[src/tcb_params.svh]
`ifndef TCB_PARAMS_SVH
`define TCB_PARAMS_SVH

////////////////////
// bus widths
////////////////////

`define TCB_ABW 32
`define TCB_DBW 32
// one enable per byte lane
`define TCB_BEW (`TCB_DBW/8)

// response delay in cycles, 0 to 3
`define TCB_DLY 1

////////////////////
// address map
////////////////////

// memory depth as word address width
`define TCB_MEM_AW 8
// each region spans 4 KB
`define TCB_RGN_AW 12
`define TCB_MEM_BASE 32'h0000_0000
`define TCB_REG_BASE 32'h0000_1000
// read-only id register contents
`define TCB_REG_ID 32'h7cb5_0a01

`endif

[src/tcb_pkg.sv]
`include "tcb_params.svh"

package tcb_pkg;

  ////////////////////
  // request
  ////////////////////

  // manager driven request, all fields qualified by vld
  typedef struct packed {
    logic                vld;  // request valid
    logic                wen;  // write enable
    logic [`TCB_ABW-1:0] adr;  // byte address
    logic [`TCB_BEW-1:0] ben;  // byte enables
    logic [`TCB_DBW-1:0] wdt;  // write data
    logic                lck;  // lock, carried only
    logic                rpt;  // repeat, carried only
  } tcb_req_t;

  ////////////////////
  // response
  ////////////////////

  // returned TCB_DLY cycles after the transfer
  typedef struct packed {
    logic [`TCB_DBW-1:0] rdt;  // read data, zero for writes
    logic                err;  // error for reads and writes
  } tcb_rsp_t;

  ////////////////////
  // decoder target
  ////////////////////

  typedef enum logic [1:0] {
    TGT_MEM  = 2'd0,
    TGT_REG  = 2'd1,
    TGT_NONE = 2'd2
  } tcb_tgt_e;

endpackage

[src/tcb_dec.sv]
`include "tcb_params.svh"

module tcb_dec (
  input  logic               tcb,
  input  logic               arst_n,
  input  tcb_pkg::tcb_req_t  req,
  output logic               rdy,
  output tcb_pkg::tcb_rsp_t  rsp,
  output tcb_pkg::tcb_req_t  mem_req,
  output tcb_pkg::tcb_req_t  reg_req,
  input  logic               mem_rdy,
  input  tcb_pkg::tcb_rsp_t  mem_rsp,
  input  logic               reg_rdy,
  input  tcb_pkg::tcb_rsp_t  reg_rsp
);

  import tcb_pkg::*;

  ////////////////////
  // address decode
  ////////////////////

  localparam logic [`TCB_ABW-1:0] mem_base = `TCB_MEM_BASE;
  localparam logic [`TCB_ABW-1:0] reg_base = `TCB_REG_BASE;

  tcb_tgt_e tgt;      // target of the current request
  tcb_tgt_e rsp_tgt;  // target of the response now due
  logic     rsp_vld;  // a response is due now
  logic     self_rdy; // own ready for unmapped addresses
  logic     trn;

  // compare the bits above the region
  always_comb begin
    if (req.adr[`TCB_ABW-1:`TCB_RGN_AW] == mem_base[`TCB_ABW-1:`TCB_RGN_AW]) begin
      tgt = TGT_MEM;
    end else if (req.adr[`TCB_ABW-1:`TCB_RGN_AW] == reg_base[`TCB_ABW-1:`TCB_RGN_AW]) begin
      tgt = TGT_REG;
    end else begin
      tgt = TGT_NONE;
    end
  end

  // request fan out, vld only toward the selected target
  always_comb begin
    mem_req     = req;
    reg_req     = req;
    mem_req.vld = req.vld & (tgt == TGT_MEM);
    reg_req.vld = req.vld & (tgt == TGT_REG);
  end

  // unmapped space is always ready after reset
  always_ff @(posedge tcb or negedge arst_n) begin
    if (!arst_n) begin
      self_rdy <= 1'b0;
    end else begin
      self_rdy <= 1'b1;
    end
  end

  always_comb begin
    case (tgt)
      TGT_MEM: rdy = mem_rdy;
      TGT_REG: rdy = reg_rdy;
      default: rdy = self_rdy;
    endcase
  end

  assign trn = req.vld & rdy;

  ////////////////////
  // target pipeline
  ////////////////////

  if (`TCB_DLY == 0) begin : g_comb

    assign rsp_tgt = tgt;
    assign rsp_vld = trn;

  end else begin : g_pipe

    tcb_tgt_e pip_tgt [0:`TCB_DLY-1];
    logic     pip_vld [0:`TCB_DLY-1];

    always_ff @(posedge tcb or negedge arst_n) begin
      if (!arst_n) begin
        for (int i = 0; i < `TCB_DLY; i++) begin
          pip_tgt[i] <= TGT_NONE;
          pip_vld[i] <= 1'b0;
        end
      end else begin
        pip_tgt[0] <= tgt;
        pip_vld[0] <= trn;
        for (int i = 1; i < `TCB_DLY; i++) begin
          pip_tgt[i] <= pip_tgt[i-1];
          pip_vld[i] <= pip_vld[i-1];
        end
      end
    end

    assign rsp_tgt = pip_tgt[`TCB_DLY-1];
    assign rsp_vld = pip_vld[`TCB_DLY-1];

  end

  // response mux, unmapped answers with err and zero data
  always_comb begin
    case (rsp_tgt)
      TGT_MEM: rsp = mem_rsp;
      TGT_REG: rsp = reg_rsp;
      default: begin
        rsp.rdt = '0;
        rsp.err = rsp_vld;
      end
    endcase
  end

endmodule

[config.mk]
export PLATFORM = sky130hd
export DESIGN_NAME = tcb_dec
export DESIGN_NICKNAME = d
export VERILOG_FILES = /design/src/tcb_pkg.sv /design/src/tcb_dec.sv
export VERILOG_INCLUDE_DIRS = /design/src
export SDC_FILE = /design/constraint.sdc
export NUM_CORES = 1
export LEC_CHECK = 0
export BUFFER_PORTS_ARGS = -buffer_cell sky130_fd_sc_hd__buf_4
export CAP_MARGIN = 15
export CORE_AREA = 5 5 121 123
export DETAILED_ROUTE_END_ITERATION = 16
export DIE_AREA = 0 0 126 128
export PLACE_DENSITY = 0.43
export SLEW_MARGIN = 20
export SYNTH_ARGS = -nofsm -noshare
export SYNTH_HDL_FRONTEND = slang
export SYNTH_SLANG_ARGS = --single-unit
[constraint.sdc]
create_clock -name tcb -period 1.7 [get_ports tcb]
set_input_delay 0.17 -clock tcb [delete_from_list [all_inputs] [get_ports tcb]]
set_output_delay 0.17 -clock tcb [all_outputs]
set_load 0.005 [all_outputs]
Word level (Yosys, flattened, before mapping)
Index checks and enable logic that the tools add are counted.

cells by class
  reductions and logical operators = 3
  equality and inequality tests = 3
  bitwise gates (word level) = 3
  multiplexer cells = 4

operators by type and width
  cell                   number
  $pmux W33 S2           1
  $eq A20 B1 Y1 const B  1
  $logic_not A20 Y1      1
  $eq A2 B1 Y1 const B   2
  $logic_not A2 Y1       2
  $mux W2                2
  $and A1 B1 Y1          3
  $pmux W1 S2            1

storage, ports and cells
  register bits after elaboration = 4
  word-level logic and storage cells = 16
  output and inout bits = 178

Depth between registers and ports, before layout
  word-level depth = 6
  mapped depth = 4

Worst setup path after synthesis
No wires, ideal clock.

  path type = input to output
  from = in req[56] (netlist name)
  to = out rdy
  path buffers = 0
  path slack = 0.345 ns
  stages on the path = 4
  arrival time = 1.185 ns
  path through = nor4_1 nand4_1 nor4_4 mux2_4

between the ends
  longest elaborated chain between the ends = 5
  elaborated cells between the ends (all ways) = 7

ends and longest elaborated chain
  what                                              line           text
  start: declaration                                tcb_dec.sv:6   input tcb_pkg::tcb_req_t req,
  $eq A20 B1 Y1                                     tcb_dec.sv:36  end else if (req.adr[`TCB_ABW-1:`TCB_RGN_AW] == reg_base[`TCB_ABW-1:`TCB_RGN_AW]) begin
  $mux W2                                           tcb_dec.sv:36
  $mux W2 (*)                                       tcb_dec.sv:34  if (req.adr[`TCB_ABW-1:`TCB_RGN_AW] == mem_base[`TCB_ABW-1:`TCB_RGN_AW]) begin
  $eq A2 B1 Y1 or $logic_not A2 Y1 (tied branches)  tcb_dec.sv:61  case (tgt)
  $pmux W1 S2 (*)                                   tcb_dec.sv:61
  end: declaration                                  tcb_dec.sv:7   output logic rdy,

Every way passes the cells marked *; elsewhere a longest branch is shown, timed or not.

Worst setup path after layout
  from = in req[55] (netlist name)
  to = out rdy

Same word-level chain as after synthesis.

==> impl_metrics.env <==
export IMPL_critPathCaptureType="primary output"
export IMPL_antenna_cells=0
export IMPL_initial_core_util=0.132
export IMPL_h_tree_depth=1
export IMPL_grt_pass1_vias=1623
export IMPL_synth_cell_types=20
export IMPL_area_delta_synth_final_pct=35.6
export IMPL_fill_cells=1545
export IMPL_multiInputGateArea_sq_um=636
export IMPL_dp_cells=446
export IMPL_power_uw=814
export IMPL_syn_area_per_cell_sq_um=7.58
export IMPL_clock_sinks=4
export IMPL_post_route_cells_drive_above_1_share=0.716
export IMPL_post_dp_hpwl_mm=5.26
export IMPL_path_max_fanout=4
export IMPL_dr_pass1_iters=3
export IMPL_final_cells=451
export IMPL_arrival_ps=1460
export IMPL_hold_viol_final=0
export IMPL_dieHeight_microns=128
export IMPL_status="complete, no violations"
export IMPL_synthesis_area_sq_um=1800
export IMPL_rsz0062_at_grt="yes"
export IMPL_hp_class="in2reg"
export IMPL_pwr_density_cell_nw_per_um2=334
export IMPL_power_leakage_uw=0.00114
export IMPL_cts_root_buf="clkbuf_16"
export IMPL_fin_area_sq_um=2430
export IMPL_crit_required_ps=1530
export IMPL_cts_tree="done"
export IMPL_clock_latency_ps=220
export IMPL_portBuffers=166
export IMPL_ir_drop_mv=0.211
export IMPL_ys_seq_area_frac=0.0564
export IMPL_viasPerCell=3.19
export IMPL_grt_max_degree=25
export IMPL_drt_first_iter_violations=31
export IMPL_setup_violations=0
export IMPL_gp_congestion=0.813
export IMPL_cts_buffers=3
export IMPL_clk_path_buf_depth=2
export IMPL_grt_overflow=0
export IMPL_drc_errors=0
export IMPL_dpl_cell_area_sq_um=2280
export IMPL_grt_antenna_before_repair=0
export IMPL_grt_pass1_wl_mm=8.75
export IMPL_final_core_util=0.180
export IMPL_vias=1437
export IMPL_ys_ff_latch=4
export IMPL_path_clk_slew_ps=30
export IMPL_syn_num_nets=379
export IMPL_regArea_sq_um=103
export IMPL_avgRoutedWirePerCell_microns=13.8
export IMPL_timing_final_crit_share=0.961
export IMPL_fmax_ghz=0.612
export IMPL_critPathKind="in2out"
export IMPL_io_pins=320
export IMPL_synth_cells=237
export IMPL_startpoint_type="input port"
export IMPL_std_cell_rows=43
export IMPL_drt_total_wl_mm=6.21
export IMPL_fin_nets=414
export IMPL_min_period_ps=1630
export IMPL_grt_use_total=0.0670
export IMPL_antenna_left=0
export IMPL_yosysWarningCount=0
export IMPL_core_area_sq_um=13600
export IMPL_max_cap_violations=0
export IMPL_dieArea_sq_um=16100
export IMPL_die_w_microns=126
export IMPL_drv_slew=0
export IMPL_clock_skew_ps=2.99
## synthesized netlist by cell type
cell      number  area (sq um)
mux2i_1       34           340
buf_2          3          15.0
mux2_4         1          15.0
nand4_1        1          6.26
and3b_2        1          10.0
clkbuf_1       5          18.8
buf_4        142          1070
and2_2         1          7.51
mux2_2         1          11.3
o21ai_0        1          5.00
nor4_4         1          21.3
and3_2         1          7.51
dfrtp_1        3          75.1
nor2_1        32           120
nor4_1         3          18.8
nand2_1        3          11.3
dfstp_2        1          26.3
nor4_2         1          12.5
inv_1          1          3.75
conb_1         1          3.75
## kinds of logic after synthesis
kind of cell,after synthesis,share of synthesized area
buf+inv,151,0.615
simple gates,44,0.120
mux,36,0.204
flops,4,0.0564
compound gates,1,0.00278
other cells,1,0.00209
## path summary, 6_finish.rpt
check / start / end / cells after the start / slack (ps)
setup / recovery: req[55] / rdy / 6 / 70
hold / removal: req[71] / g_pipe.pip_vld / 3 / 220
setup reg to reg: self_rdy / g_pipe.pip_vld / 2 / 1080
hold reg to reg: self_rdy / g_pipe.pip_vld / 2 / 540
max in group asynchronous: arst_n / g_pipe.pip_tgt[1] / 2 / 1230
min in group asynchronous: arst_n / g_pipe.pip_vld / 2 / 280
## registers in the layout, summed over array words and instances, names as in the netlist
name / flops
g_pipe.pip_tgt: 2
g_pipe.pip_vld: 1
self_rdy: 1
## per-stage QoR
step	setup slack [ps]	hold slack, ps	TNS [ps]
2_1_floorplan	345	-126	0
3_3_place_gp	-53.7	-34.0	-53.7
3_5_place_dp	-47.9	-30.5	-47.9
4_1_cts	8.99	220	0
5_1_grt	-38.0	242	-38.0
6_report	65.8	224	0
## critical path, stage by stage
cell and delay, ps:
buf_8 100, nor4_4 270, nand4_1 200, nor4_4 270, mux2_4 340, buf_6 120
## layout make-up
| class | instances | area share |
|---|---|---|
| Timing Repair Buffer | 180 | 0.570 |
| Multi-Input combinational cell | 82 | 0.261 |
| Tap cell | 180 | 0.0925 |
| Sequential cell | 4 | 0.0421 |
| Clock buffer | 4 | 0.0324 |
| Inverter | 1 | 0.00154 |
## cells in the final DEF, fill, tap and decap left out
cell	Yosys	routed
buf_8	0	1
nor2_1	32	32
clkbuf_16	0	3
dfrtp_1	3	2
nor4_4	1	4
dfrtp_2	0	1
buf_12	0	1
buf_6	0	4
mux2i_1	34	34
o21ai_0	1	1
buf_4	142	173
nand2_1	3	3
conb_1	1	1
mux2_4	1	1
and3b_2	1	1
clkbuf_1	5	1
nor4_2	1	1
dfstp_2	1	1
inv_1	1	1
and2_2	1	1
dlygate4sd3_1	0	1
mux2_2	1	1
nand4_1	1	1
and3_2	1	1
## layer usage
| metal | track usage | routed length [microns] | vias to the layer above |
|---|---|---|---|
| met1 | 0.0751 | 2210 | 609 |
| met4 | 0.0505 | 436 | 0 |
| li1 | - | - | 679 |
| met5 | 0 | 0 | - |
| met2 | 0.102 | 2860 | 103 |
| met3 | 0.0275 | 706 | 46 |
## what timing repair did
item / in CTS / in global routing
endpoints found under the hold margin: 4 / 0
buffers inserted: 0 / 0
endpoints found under the setup margin: 1 / 1
hold buffers: 1 / 0
resized for setup: 5 / 7
gates cloned: 0 / 0
## where the power goes
| part | switching, uW | leakage, uW | internal (uW) |
|---|---|---|---|
| registers | 1.26 | 0.0000474 | 98.4 |
| clock network | 66.0 | 0.0000382 | 310 |
| logic | 107 | 0.00105 | 232 |
| total | 174 | 0.00114 | 640 |
(Power assumes the default switching activity.)
