`src/tcb_params.svh`:
```
`ifndef TCB_PARAMS_SVH
`define TCB_PARAMS_SVH

////////////////////
// bus widths
////////////////////

`define TCB_ABW 32
`define TCB_DBW 32
// one enable per byte lane
`define TCB_BEW (`TCB_DBW/8)

// response delay in cycles, 0 to 3
`define TCB_DLY 1

////////////////////
// address map
////////////////////

// memory depth as word address width
`define TCB_MEM_AW 8
// each region spans 4 KB
`define TCB_RGN_AW 12
`define TCB_MEM_BASE 32'h0000_0000
`define TCB_REG_BASE 32'h0000_1000
// read-only id register contents
`define TCB_REG_ID 32'h7cb5_0a01

`endif

```
`src/tcb_pkg.sv`:
```
`include "tcb_params.svh"

package tcb_pkg;

  ////////////////////
  // request
  ////////////////////

  // manager driven request, all fields qualified by vld
  typedef struct packed {
    logic                vld;  // request valid
    logic                wen;  // write enable
    logic [`TCB_ABW-1:0] adr;  // byte address
    logic [`TCB_BEW-1:0] ben;  // byte enables
    logic [`TCB_DBW-1:0] wdt;  // write data
    logic                lck;  // lock, carried only
    logic                rpt;  // repeat, carried only
  } tcb_req_t;

  ////////////////////
  // response
  ////////////////////

  // returned TCB_DLY cycles after the transfer
  typedef struct packed {
    logic [`TCB_DBW-1:0] rdt;  // read data, zero for writes
    logic                err;  // error for reads and writes
  } tcb_rsp_t;

  ////////////////////
  // decoder target
  ////////////////////

  typedef enum logic [1:0] {
    TGT_MEM  = 2'd0,
    TGT_REG  = 2'd1,
    TGT_NONE = 2'd2
  } tcb_tgt_e;

endpackage

```
`src/tcb_reg_sub.sv`:
```
`include "tcb_params.svh"

module tcb_reg_sub (
  input  logic                tcb,
  input  logic                arst_n,
  input  tcb_pkg::tcb_req_t   req,
  output logic                rdy,
  output tcb_pkg::tcb_rsp_t   rsp,
  output logic [`TCB_DBW-1:0] gpio
);

  import tcb_pkg::*;

  ////////////////////
  // local signals
  ////////////////////

  localparam logic [`TCB_DBW-1:0] id_word = `TCB_REG_ID;

  logic [`TCB_DBW-1:0] scr [0:1];  // scratch pair
  logic [1:0]          off;        // word offset
  logic                err_now;    // error for this request
  logic [`TCB_DBW-1:0] rd_word;    // read mux
  logic                trn;
  logic                wr_ok;

  assign off = req.adr[3:2];
  // unused offsets, and id writes
  assign err_now = (|req.adr[`TCB_RGN_AW-1:4]) | (req.wen & (off == 2'd0));
  assign trn     = req.vld & rdy;
  assign wr_ok   = trn & req.wen & ~err_now;

  // ready after reset
  always_ff @(posedge tcb or negedge arst_n) begin
    if (!arst_n) begin
      rdy <= 1'b0;
    end else begin
      rdy <= 1'b1;
    end
  end

  ////////////////////
  // registers
  ////////////////////

  // gpio at offset 1
  always_ff @(posedge tcb or negedge arst_n) begin
    if (!arst_n) begin
      gpio <= '0;
    end else if (wr_ok && off == 2'd1) begin
      for (int b = 0; b < `TCB_BEW; b++) begin
        if (req.ben[b]) begin
          gpio[8*b +: 8] <= req.wdt[8*b +: 8];
        end
      end
    end
  end

  // scratch at offsets 2 and 3
  always_ff @(posedge tcb) begin
    if (wr_ok && off[1]) begin
      for (int b = 0; b < `TCB_BEW; b++) begin
        if (req.ben[b]) begin
          scr[off[0]][8*b +: 8] <= req.wdt[8*b +: 8];
        end
      end
    end
  end

  always_comb begin
    case (off)
      2'd0:    rd_word = id_word;
      2'd1:    rd_word = gpio;
      default: rd_word = scr[off[0]];
    endcase
  end

  ////////////////////
  // response pipeline
  ////////////////////

  if (`TCB_DLY == 0) begin : g_comb

    assign rsp.rdt = (trn && !req.wen && !err_now) ? rd_word : '0;
    assign rsp.err = trn & err_now;

  end else begin : g_pipe

    logic                pip_vld [0:`TCB_DLY-1];
    logic [`TCB_DBW-1:0] pip_rdt [0:`TCB_DLY-1];
    logic                pip_err [0:`TCB_DLY-1];

    always_ff @(posedge tcb or negedge arst_n) begin
      if (!arst_n) begin
        for (int i = 0; i < `TCB_DLY; i++) begin
          pip_vld[i] <= 1'b0;
        end
      end else begin
        pip_vld[0] <= trn;
        for (int i = 1; i < `TCB_DLY; i++) begin
          pip_vld[i] <= pip_vld[i-1];
        end
      end
    end

    // write flag folded into zeroed read data
    always_ff @(posedge tcb) begin
      if (trn) begin
        pip_rdt[0] <= (req.wen || err_now) ? '0 : rd_word;
        pip_err[0] <= err_now;
      end
      for (int i = 1; i < `TCB_DLY; i++) begin
        pip_rdt[i] <= pip_rdt[i-1];
        pip_err[i] <= pip_err[i-1];
      end
    end

    assign rsp.rdt = pip_vld[`TCB_DLY-1] ? pip_rdt[`TCB_DLY-1] : '0;
    assign rsp.err = pip_vld[`TCB_DLY-1] & pip_err[`TCB_DLY-1];

  end

endmodule

```
`config.mk`:
```
export PLATFORM = sky130hd
export DESIGN_NAME = tcb_reg_sub
export DESIGN_NICKNAME = d
export VERILOG_FILES = /design/src/tcb_pkg.sv /design/src/tcb_reg_sub.sv
export VERILOG_INCLUDE_DIRS = /design/src
export SDC_FILE = /design/constraint.sdc
export NUM_CORES = 1
export LEC_CHECK = 0
export ABC_CLOCK_PERIOD_IN_PS = 2450
export BUFFER_PORTS_ARGS = -buffer_cell sky130_fd_sc_hd__clkbuf_2
export CORE_MARGIN = 2
export CORE_UTILIZATION = 36
export CTS_CLUSTER_DIAMETER = 120
export DETAILED_ROUTE_END_ITERATION = 10
export PLACE_DENSITY = 0.56
export SLEW_MARGIN = 40
export SYNTH_ARGS = -nofsm -noshare
export SYNTH_HDL_FRONTEND = slang
export SYNTH_SLANG_ARGS = --single-unit
```
`constraint.sdc`:
```
create_clock -name tcb -period 2.45 [get_ports tcb]
set_clock_uncertainty 0.05 [all_clocks]
set_input_delay 0.49 -clock tcb [delete_from_list [all_inputs] [get_ports tcb]]
set_output_delay 0.49 -clock tcb [all_outputs]
set_load 0.01 [all_outputs]
```
Word level (Yosys, flattened, before mapping)
Memories as Yosys holds them, arrays and structs flattened.
Index checks and enable logic that the tools add are counted.
Storage, ports and cells
  bits in registers: 34
  bits of input ports: 74
  memories kept: 3
  output and inout bits: 66
  memory bits (writable): 97
Operators by class
  multiplexer cells: 17
  equality and inequality tests: 1
  reduce and logical (&&, ||, !) cells: 9
  bitwise logic cells: 7
Memories
  scr: depth 2, width 32, rd ports 1, clocked after memory_dff 0, wr ports 1, RTL line tcb_reg_sub.sv:20  | logic [`TCB_DBW-1:0] scr [0:1];
  g_pipe.pip_rdt: depth 1, width 32, rd ports 1, clocked after memory_dff 0, wr ports 1, RTL line tcb_reg_sub.sv:90  | logic [`TCB_DBW-1:0] pip_rdt [0:`TCB_DLY-1];
  g_pipe.pip_err: depth 1, width 1, rd ports 1, clocked after memory_dff 0, wr ports 1, RTL line tcb_reg_sub.sv:91  | logic pip_err [0:`TCB_DLY-1];
Operators by type and width (count)
  2-to-1 mux 32 bit: 2
  case mux 32 bit (2 select lines): 1
  2-to-1 mux 1 bit: 14
  AND reduction 2 bit: 4
  OR reduction 8 bit: 1
  AND 1 bit: 5
  == test 2 x 1 -> 1 bit, second input constant: 1
  logical AND 1 bit: 2
  zero test 2 bit: 1
  logical OR 1 bit: 1
  inverter 1 bit: 1
  bitwise OR 1 bit: 1

Depth between registers and ports, before layout
Gate-level depths: netlist of the first run.
  depth in word-level cells: 8
  gate-level depth with buffers: 6

Worst setup path before layout of the first run
OpenSTA, ideal clock, no wires.
  path kind: input to register
  start point: input port req[47] in the netlist's numbering
  end point: memory scr[1][0] in the netlist's numbering (enable)
  cell stages on the path: 4
  setup slack: 177 ps
  data required time: 2068 ps
  arrival time: 1891 ps
  cells stage by stage: or4_1 -> buf_2 -> nor4_1 -> and2_1
Between the ends
  word-level cells in the longest chain between the ends: 7
RTL lines
  start, declared: RTL line tcb_reg_sub.sv:6  | input tcb_pkg::tcb_req_t req,
  OR reduction 8 bit: RTL line tcb_reg_sub.sv:29  | assign err_now = (|req.adr[`TCB_RGN_AW-1:4]) | (req.wen & (off == 2'd0));
  bitwise OR 1 bit: RTL line tcb_reg_sub.sv:29
  inverter 1 bit: RTL line tcb_reg_sub.sv:31  | assign wr_ok = trn & req.wen & ~err_now;
  AND 1 bit: RTL line tcb_reg_sub.sv:31
  logical AND 1 bit: RTL line tcb_reg_sub.sv:61  | if (wr_ok && off[1]) begin
  2-to-1 mux 1 bit: RTL line tcb_reg_sub.sv:61
  2-to-1 mux 1 bit (not written as such): RTL line tcb_reg_sub.sv:64  | scr[off[0]][8*b +: 8] <= req.wdt[8*b +: 8];
  end, declared: RTL line tcb_reg_sub.sv:20
Every way passes these cells.

Worst setup path after layout of the first run
  start point: input port req[43] in the netlist's numbering
  end point: register gpio[16]
Between the ends
  word-level cells in the longest chain between the ends: 6
RTL lines
  OR reduction 8 bit: RTL line tcb_reg_sub.sv:29
  bitwise OR 1 bit: RTL line tcb_reg_sub.sv:29
  inverter 1 bit: RTL line tcb_reg_sub.sv:31
  AND 1 bit: RTL line tcb_reg_sub.sv:31
  logical AND 1 bit: RTL line tcb_reg_sub.sv:50  | end else if (wr_ok && off == 2'd1) begin
  AND reduction 2 bit (no source line)
  end signal, assigned by index: RTL line tcb_reg_sub.sv:53  | gpio[8*b +: 8] <= req.wdt[8*b +: 8];
  end, declared: RTL line tcb_reg_sub.sv:9  | output logic [`TCB_DBW-1:0] gpio
Every way passes these cells.
A chain may end at the register's enable or synchronous reset.

==> results.yml, run 1 <==
status:
  status: "finished clean"
power_and_ir_drop:
  total_leakage_power_nw: 3.05
  power_frac_seq: 0.491
  p_comb_frac: 0.041
  internal_power_mw: 3.89
  pwr-share-clk: 0.468
  switchingPower_uw: 990
  switching_share: 0.203
  power_mw: 4.88
  p_per_area_nw_per_um2: 692
  ir_drop_uv: 382
critical_path:
  critical_path.max_fanout: 5
  cpMaxStageDelayCell: "or4_1"
  crit_family: "simple AND/OR/NAND/NOR gates"
  crit_chain: "clkbuf_2 > or4_1 > buf_4 > nor4_4 > buf_4 > mux2_2"
  worstRegToRegCells: 5
  r2r_start: "rdy"
  r2r_slack_ns: 0.52
  required_ns: 2.69
  worst_setup_path_start_kind: "primary input"
  end_kind: "flop"
  critPathMaxStageDelay_ns: 0.65
  path_class: "in -> reg"
  cp.arrival_ns: 2.34
  crit_buf_inv: 3
  rr_endpoint: "scr[1][20]"
  crit_path_frequent_cell: "buf_4"
routing:
  vias: 3319
  drc: 0
  vias_per_cell: 4.84
  dr_wl_met2_um: 6140
  drt_iter0_markers: 185
  dr.max_layer_used: "met4"
  drt_wl_total_um: 12400
  m1WireLength_um: 5400
  routedWlPerCell_um: 18.1
  dr.pass1.iters: 4
  wl_met3_um: 690
  postRouteAntennaNets: 0
synth:
  yosysTopAreaCellShare: 0.542
  synth_top_cell_by_area: "edfxtp_1"
  ys_warn_count: 0
  yosysSeqAreaShare: 0.701
  netlist_area_um2: 5370
  ys_top_cells_by_area: "edfxtp_1 54%, dfrtp_1 16%, mux2_2 10%"
  synth_cell_types: 26
  synth_ff_type: "edfxtp_1"
  syn-instance-count: 341
  synth_edf_count: 97
  synthArstFlopShare: 0.260
  avgSynthCellArea_um2: 15.8
  syn_nets: 415
  ys_seq_elements: 131
sta:
  max_slew_margin: 0.601
  worst_slew_pin_slew_ns: 0.597
  drv_slew: 0
  rsz0062_at_grt: "no"
  fin_crit_sh: 0.856
  max_freq_mhz: 477
  worst_slack_ns: 0.352
  hold_viol_final: 0
  layout_min_cycle_time_ns: 2.10
  setup_viol: 0
  holdWs_ns: 0.103
grt:
  grt_use_total: 0.163
  grt_pass1_wl_um: 19300
  grt.overflow.total: 0
  grt_antenna_before_repair: 0
  grt_pass1_vias: 3474
  grt_max_degree: 35
hold_path:
  hold_class: "in -> async"
cells_and_area:
  multiInputGateArea_um2: 1530
  fin_nets: 563
  seq_area_um2: 3760
  utilization: 0.485
  final_common_cell: "clkbuf_2"
  layout_common_cells: "115 x clkbuf_2, 97 x edfxtp_1, 49 x mux2_2"
  drive_above_1_share: 0.462
  fin_cells: 686
  area_growth_pct: 31.1
  fillerInstances: 1288
  diodes: 0
cts:
  clock_sinks: 131
  clkLatencyLatePin_ns: 0.42
  cts_resized: 0
  cts_buffer_depth: 2
  post_cts_buffers: 0
  cts_tree: "built"
  cts_hold_buf: 0
  cts_max_level: 4
  cts_root_buf: "clkbuf_16"
  clk_pin_slew_worst_paths_ns: 0.06
  cts-buffers-inserted: 17
place:
  dp_slack_ns: -0.0375
  gp_congestion: 0.751
  dp.cells: 654
  hpwl_um: 8310
  port_buffers: 115
die:
  fp.dieW_um: 126
  initial_core_util: 0.370
  die_area_um2: 15900
  chipHeight_um: 126
  coreArea_um2: 14500
  ios: 140
  fp-row-count: 44
job:
  max_cap_viol_count: 0
## cell usage after synthesis, types with 2 or more instances
master / instances
nor2_1: 33
nand3b_1: 4
mux2_1: 2
nor4_4: 4
a22oi_1: 19
mux2_2: 49
buf_2: 3
or4_1: 2
and2_1: 42
mux2i_1: 13
nor4_1: 2
clkbuf_1: 14
edfxtp_1: 97
a211oi_1: 12
dfrtp_1: 34
## registers in the layout (all words and copies together) (netlist names)
signal,cells
g_pipe.pip_vld,1
rdy,1
gpio,32
g_pipe.pip_err,1
g_pipe.pip_rdt,32
scr,64
## how the worst max path moves through the flow
stage                        from               endpoint  slack [ns]  cells after the start
after global placement    req[43]               gpio[18]       -0.05                      6
after floorplan           req[47]              scr[1][0]        0.18                      4
after CTS                 req[43]             scr[1][29]        0.39                      6
final                     req[43]               gpio[16]        0.35                      6
after global routing      req[43]              scr[1][1]        0.30                      6
after detailed placement  req[47]  g_pipe.pip_rdt[0][11]       -0.04                      6
## metal layers
layer	global-route usage	up-vias
li1	-	1577
met2	0.263	90
met5	0	-
met4	0.0556	0
met3	0.0556	12
met1	0.207	1640
## cells by family after synthesis
| logic type | after synthesis | synth area share |
|---|---|---|
| AND/OR/NAND/NOR | 92 | 0.104 |
| flip-flops | 131 | 0.701 |
| other | 1 | 0.000698 |
| multiplexers | 64 | 0.131 |
| AO/OA/AOI/OAI | 33 | 0.0473 |
| buffers and inverters | 20 | 0.0168 |
## final cells by class
class | count | area share
Tap cell | 184 | 0.0327
Timing Repair Buffer | 149 | 0.139
Clock buffer | 27 | 0.0728
Multi-Input combinational cell | 190 | 0.217
Sequential cell | 131 | 0.534
Clock inverter | 5 | 0.00391
## power groups by stage
| stage | Clock (mW) | Sequential (mW) | Combinational [mW] |
|---|---|---|---|
| after floorplan | 0 | 2.44 | 0.0845 |
| after global placement | 0 | 2.44 | 0.197 |
| after detailed placement | 0 | 2.44 | 0.203 |
| after CTS | 2.33 | 2.39 | 0.205 |
| after global routing | 2.42 | 2.39 | 0.221 |
| final | 2.28 | 2.39 | 0.200 |
## through the flow
step | TNS [ns] | instance area, um^2
after floorplan | 0 | 5370
after global placement | -1.33 | 6500
after detailed placement | -1.93 | 6500
after CTS | 0 | 7040
after global routing | 0 | 7040
final | 0 | 7040
No activity file was read; power rests on OpenSTA's default activity.
==> run 2, diff against run 1 <==
CTS_BUF_LIST = sky130_fd_sc_hd__clkbuf_8   (was default)
==> run 2 against run 1 <==
Via count is 0.15% higher. Maximum frequency increased by 1.6%. Non-clock buffer count is the same. First-iteration DRC count rose by 4.9%.
==> results.yml, run 2 (synthesized netlist as in run 1, its figures left out) <==
routing:
  routedWlPerCell_um: 17.9
  dr.max_layer_used: "met4"
  postRouteAntennaNets: 0
  dr.pass1.iters: 4
  drt_wl_total_um: 12300
  wl_met3_um: 683
  vias_per_cell: 4.85
  drt_iter0_markers: 194
  dr_wl_met2_um: 6030
  drc: 0
  vias: 3324
  m1WireLength_um: 5380
cts:
  cts_resized: 0
  cts-buffers-inserted: 17
  cts_max_level: 4
  cts_root_buf: "clkbuf_8"
  clk_pin_slew_worst_paths_ns: 0.08
  clock_sinks: 131
  post_cts_buffers: 0
  cts_hold_buf: 0
  cts_tree: "built"
  clkLatencyLatePin_ns: 0.44
  cts_buffer_depth: 2
cells_and_area:
  fin_cells: 686
  fillerInstances: 1305
  drive_above_1_share: 0.462
  layout_common_cells: "115 x clkbuf_2, 97 x edfxtp_1, 49 x mux2_2"
  utilization: 0.471
  final_cell_area_um2: 6850
  area_growth_pct: 27.5
  fin_nets: 563
  final_common_cell: "clkbuf_2"
  diodes: 0
  largest_reg_flops: 64
power_and_ir_drop:
  power_mw: 4.17
  total_leakage_power_nw: 2.98
  ir_drop_uv: 320
  p_per_area_nw_per_um2: 609
critical_path:
  required_ns: 2.56
  cpMaxStageDelayCell: "or4_1"
  path_class: "in -> reg"
  crit_chain: "clkbuf_2 > or4_1 > nor4_1 > buf_4 > and2_1 > buf_12"
  critical_path.max_fanout: 8
  worst_setup_path_start_kind: "primary input"
  critPathMaxStageDelay_ns: 0.64
  end_kind: "flop"
  cp.arrival_ns: 2.17
sta:
  hold_viol_final: 0
  setup_viol: 0
  layout_min_cycle_time_ns: 2.07
  worst_slew_pin_slew_ns: 0.593
  max_slew_margin: 0.604
  drv_slew: 0
  max_freq_mhz: 484
  rsz0062_at_grt: "no"
  fin_crit_sh: 0.843
die:
  coreArea_um2: 14500
  die_area_um2: 15900
  fp-row-count: 44
  fp.dieW_um: 126
  chipHeight_um: 126
  ios: 140
  initial_core_util: 0.370
status:
  status: "finished clean"
grt:
  grt_antenna_before_repair: 0
  grt_pass1_wl_um: 19200
  grt_max_degree: 35
  grt_pass1_vias: 3440
  grt.overflow.total: 0
  grt_use_total: 0.162
job:
  max_cap_viol_count: 0
place:
  dpl_cell_area_um2: 6500
  port_buffers: 115
  dp.cells: 654
  hpwl_um: 8310
  gp_congestion: 0.751
hold_path:
  hold_class: "in -> async"
-- run 2: cell types whose count changed in the layout (fill, tap and decap cells not counted) --
cell | previous run | this run
inv_1 | 0 | 5
clkbuf_8 | 5 | 22
clkbuf_16 | 17 | 0
clkbuf_1 | 5 | 0
-- run 2: path summary, 6_finish.rpt --
| kind | start | endpoint | slack (ns) | depth (start not counted) |
|---|---|---|---|---|
| max | req[43] | scr[0][20] | 0.38 | 6 |
| min | arst_n | rdy | 0.07 | 2 |
| max reg2reg | rdy | scr[1][20] | 0.51 | 5 |
| min reg2reg | gpio[31] | gpio[31] | 0.46 | 1 |
| max in group asynchronous | arst_n | g_pipe.pip_vld | 1.91 | 2 |
| min in group tcb | req[30] | scr[1][28] | 0.20 | 1 |
-- run 2: per-layer routing --
layer,vias to the layer above,track usage
met3,17,0.0573
met5,-,0
met4,0,0.0511
met2,97,0.260
met1,1637,0.207
li1,1573,-
-- run 2: worst max-delay path: cells and delay by family --
family | cells | cell delay [ns]
AND/OR/NAND/NOR | 3 | 1.28
buffers and inverters | 3 | 0.41
-- run 2: cell type report --
type                       instances  area [um^2]  share of cell area
clock inverter                    10         46.3             0.00676
clock buffer                      22          303              0.0442
timing repair buffer             149          981               0.143
sequential                       131         3760               0.549
tap                              184          230              0.0336
multi-input combinational        190         1530               0.223
-- run 2: through the flow --
| stage | setup TNS (ns) | hold WS, ns | setup slack [ns] |
|---|---|---|---|
| 3_5_place_dp | -1.93 | 0.452 | -0.0375 |
| 6_report | 0 | 0.0683 | 0.384 |
| 3_3_place_gp | -1.33 | 0.449 | -0.0489 |
| 5_1_grt | 0 | 0.0751 | 0.344 |
| 2_1_floorplan | 0 | 0.144 | 0.177 |
| 4_1_cts | 0 | 0.0542 | 0.433 |
-- run 2: power breakdown --
group          switching, mW  internal [mW]  total [mW]
Combinational          0.123         0.0765       0.200
Sequential           0.00216           2.39        2.39
Clock                  0.777          0.808        1.58
Total                  0.902           3.27        4.17
==> run 3, diff against run 2 <==
ABC_AREA = 1   (was default)
ABC_CLOCK_PERIOD_IN_PS = 1980   (was 2450)
clock period = 1.98 ns   (was 2.45 ns; I/O delays follow)
==> run 3 against run 2 <==
Count of clock-buffer cells in the layout increased by 1. Final cell count increased by 24%. Sequential share of layout area decreased by 0.22 points.
==> results.yml, run 3 <==
sta:
  finalSetupTns_ns: 0
  fin_crit_sh: 0.933
  rsz0062_at_grt: "no"
  setup_viol: 0
  max_slew_margin: 0.622
  drv_slew: 0
  layout_min_cycle_time_ns: 1.85
  holdWs_ns: 0.116
  max_freq_mhz: 541
  worst_slew_pin_slew_ns: 0.568
  hold_viol_final: 0
power_and_ir_drop:
  p_comb_frac: 0.056
  internal_power_mw: 4.23
  ir_drop_uv: 336
  switchingPower_mw: 1.15
  total_leakage_power_nw: 3.36
  power_mw: 5.38
  switching_share: 0.214
  pwr-share-clk: 0.394
  power_frac_seq: 0.550
  p_per_area_nw_per_um2: 782
critical_path:
  cp.arrival_ns: 1.40
  crit_chain: "buf_12 > nand2_1 > inv_1 > clkbuf_2"
  required_ns: 1.53
  crit_buf_inv: 3
  end_kind: "primary output"
  critPathMaxStageDelay_ns: 0.47
  cpMaxStageDelayCell: "dfrtp_2"
  worst_setup_path_start_kind: "flop"
  path_class: "reg -> out"
  crit_family: "flip-flops"
  critical_path.max_fanout: 26
place:
  gp_congestion: 0.771
  dp.cells: 816
  port_buffers: 115
  hpwl_um: 9520
synth:
  ys_seq_elements: 131
  synth_top_cell_by_area: "edfxtp_1"
  synth_most_common_cell: "nand2_1"
  ys_warn_count: 0
  netlist_area_um2: 5520
  synth_xor_area_frac: 0
  yosysTopAreaCellShare: 0.528
  synth_cell_types: 21
  yosys.area_share.simple: 0.200
  ys_top_cells_by_area: "edfxtp_1 53%, dfrtp_1 15%, nand2_1 8.6%"
  synth-compound-area-share: 0.0592
  synth_edf_count: 97
  synth_ff_type: "edfxtp_1"
  syn_nets: 581
  yosysSeqAreaShare: 0.682
  synth_top_family_by_area: "simple AND/OR/NAND/NOR gates"
  synthArstFlopShare: 0.260
  avgSynthCellArea_um2: 10.9
  ys_top_cells_by_count: "127 x nand2_1, 97 x edfxtp_1, 61 x nor2_1, 46 x nand3_1, 39 x inv_1"
  syn-instance-count: 507
  synthMuxAreaShare: 0
  synth_fa_ha_area_frac: 0
grt:
  grt_pass1_vias: 4020
  grt.overflow.total: 0
  grt_pass1_wl_um: 21500
  grt_antenna_before_repair: 1
  grt_use_total: 0.178
  grt_max_degree: 28
cells_and_area:
  fin_cells: 850
  area_growth_pct: 24.7
  drive_above_1_share: 0.289
  final_common_cell: "nand2_1"
  fillerInstances: 1449
  largest_reg_flops: 64
  fin_nets: 722
  layout_common_cells: "127 x nand2_1, 115 x clkbuf_2, 97 x edfxtp_1"
  utilization: 0.456
routing:
  drt_iter0_markers: 193
  postRouteAntennaNets: 0
  drt_wl_total_um: 13700
  routedWlPerCell_um: 16.1
  drc: 0
  vias: 4046
  vias_per_cell: 4.76
  dr.pass1.iters: 4
cts:
  cts_buffer_depth: 2
  post_cts_buffers: 0
  clk_pin_slew_worst_paths_ns: 0.07
  clkLatencyLatePin_ns: 0.43
  cts_max_level: 4
  cts-buffers-inserted: 17
  cts_root_buf: "clkbuf_8"
  cts_tree: "built"
  clock_sinks: 131
die:
  chipHeight_um: 128
  fp-row-count: 45
  ios: 140
  coreArea_um2: 15100
  fp.dieW_um: 128
  initial_core_util: 0.366
  die_area_um2: 16300
status:
  status: "finished clean"
hold_path:
  hold_class: "in -> reg"
job:
  max_cap_viol_count: 0
## run 3: changes by cell type in the layout (fill, tap and decap cells not counted), sizes merged, moves of 32 or more
cell and change:
nand3 +47, inv +42, and2 -42, mux2 -51, o21ai +32, nor2 +32
nand2 +128
## run 3: kinds of logic (layout without fill, tap and decap cells)
| family | count (synthesis) | count (layout) |
|---|---|---|
| other cells | 1 | 2 |
| flops | 131 | 131 |
| buf+inv | 70 | 224 |
| simple gates | 254 | 254 |
| compound gates | 51 | 51 |
## run 3: what timing repair did
action | 4_1_cts | 5_1_grt
endpoints found under the setup margin | 6 | 0
hold buffers | 1 | 0
gates resized for setup | 1 | 0
endpoints found under the hold margin | 16 | 0
## run 3: worst register-to-register path: cells and delay by family (launching register included)
family	cells	cell delay (ns)
buffers and inverters	1	0.20
flip-flops	1	0.34
AND/OR/NAND/NOR	4	0.72
## run 3: metal layers
metal	share of wire	GRT usage	wire length, um
met1	0.45	0.223	6150
met2	0.49	0.292	6670
met3	0.048	0.0409	651
met4	0.015	0.0866	203
met5	0	0	0
## run 3: power groups by stage
stage / combinational, mW / sequential (mW) / clock, mW
floorplan: 0.139 / 3.02 / 0
global placement: 0.293 / 3.02 / 0
detailed placement: 0.302 / 3.02 / 0
CTS: 0.305 / 2.96 / 2.18
global route: 0.334 / 2.96 / 2.30
finish: 0.300 / 2.96 / 2.12
## run 3: path summary, 6_finish.rpt
kind,from,end,slack [ns],cells past startpoint
setup / recovery,g_pipe.pip_vld,rsp[12],0.13,4
min in group asynchronous,arst_n,gpio[26],0.43,2
max in group asynchronous,arst_n,g_pipe.pip_vld,0.92,3
hold / removal,req[2],scr[0][0],0.12,1
hold reg to reg,gpio[23],gpio[23],0.46,2
setup reg to reg,rdy,scr[0][20],0.38,5
## run 3: final cells by class
type	instances	area, um^2	share of cell area
clock inverter	9	65.1	0.00945
inverter	42	160	0.0233
tap	188	235	0.0342
multi-input combinational	306	1430	0.208
clock buffer	23	317	0.0460
timing repair buffer	150	903	0.131
antenna	1	2.50	0.000364
sequential	131	3760	0.547
## run 3: through the flow
stage | setup WS, ns | area, um^2
4_1_cts | 0.0821 | 6880
5_1_grt | 0.00295 | 6880
2_1_floorplan | -0.183 | 5520
6_report | 0.132 | 6880
3_5_place_dp | -0.00264 | 6490
3_3_place_gp | 0.0504 | 6490
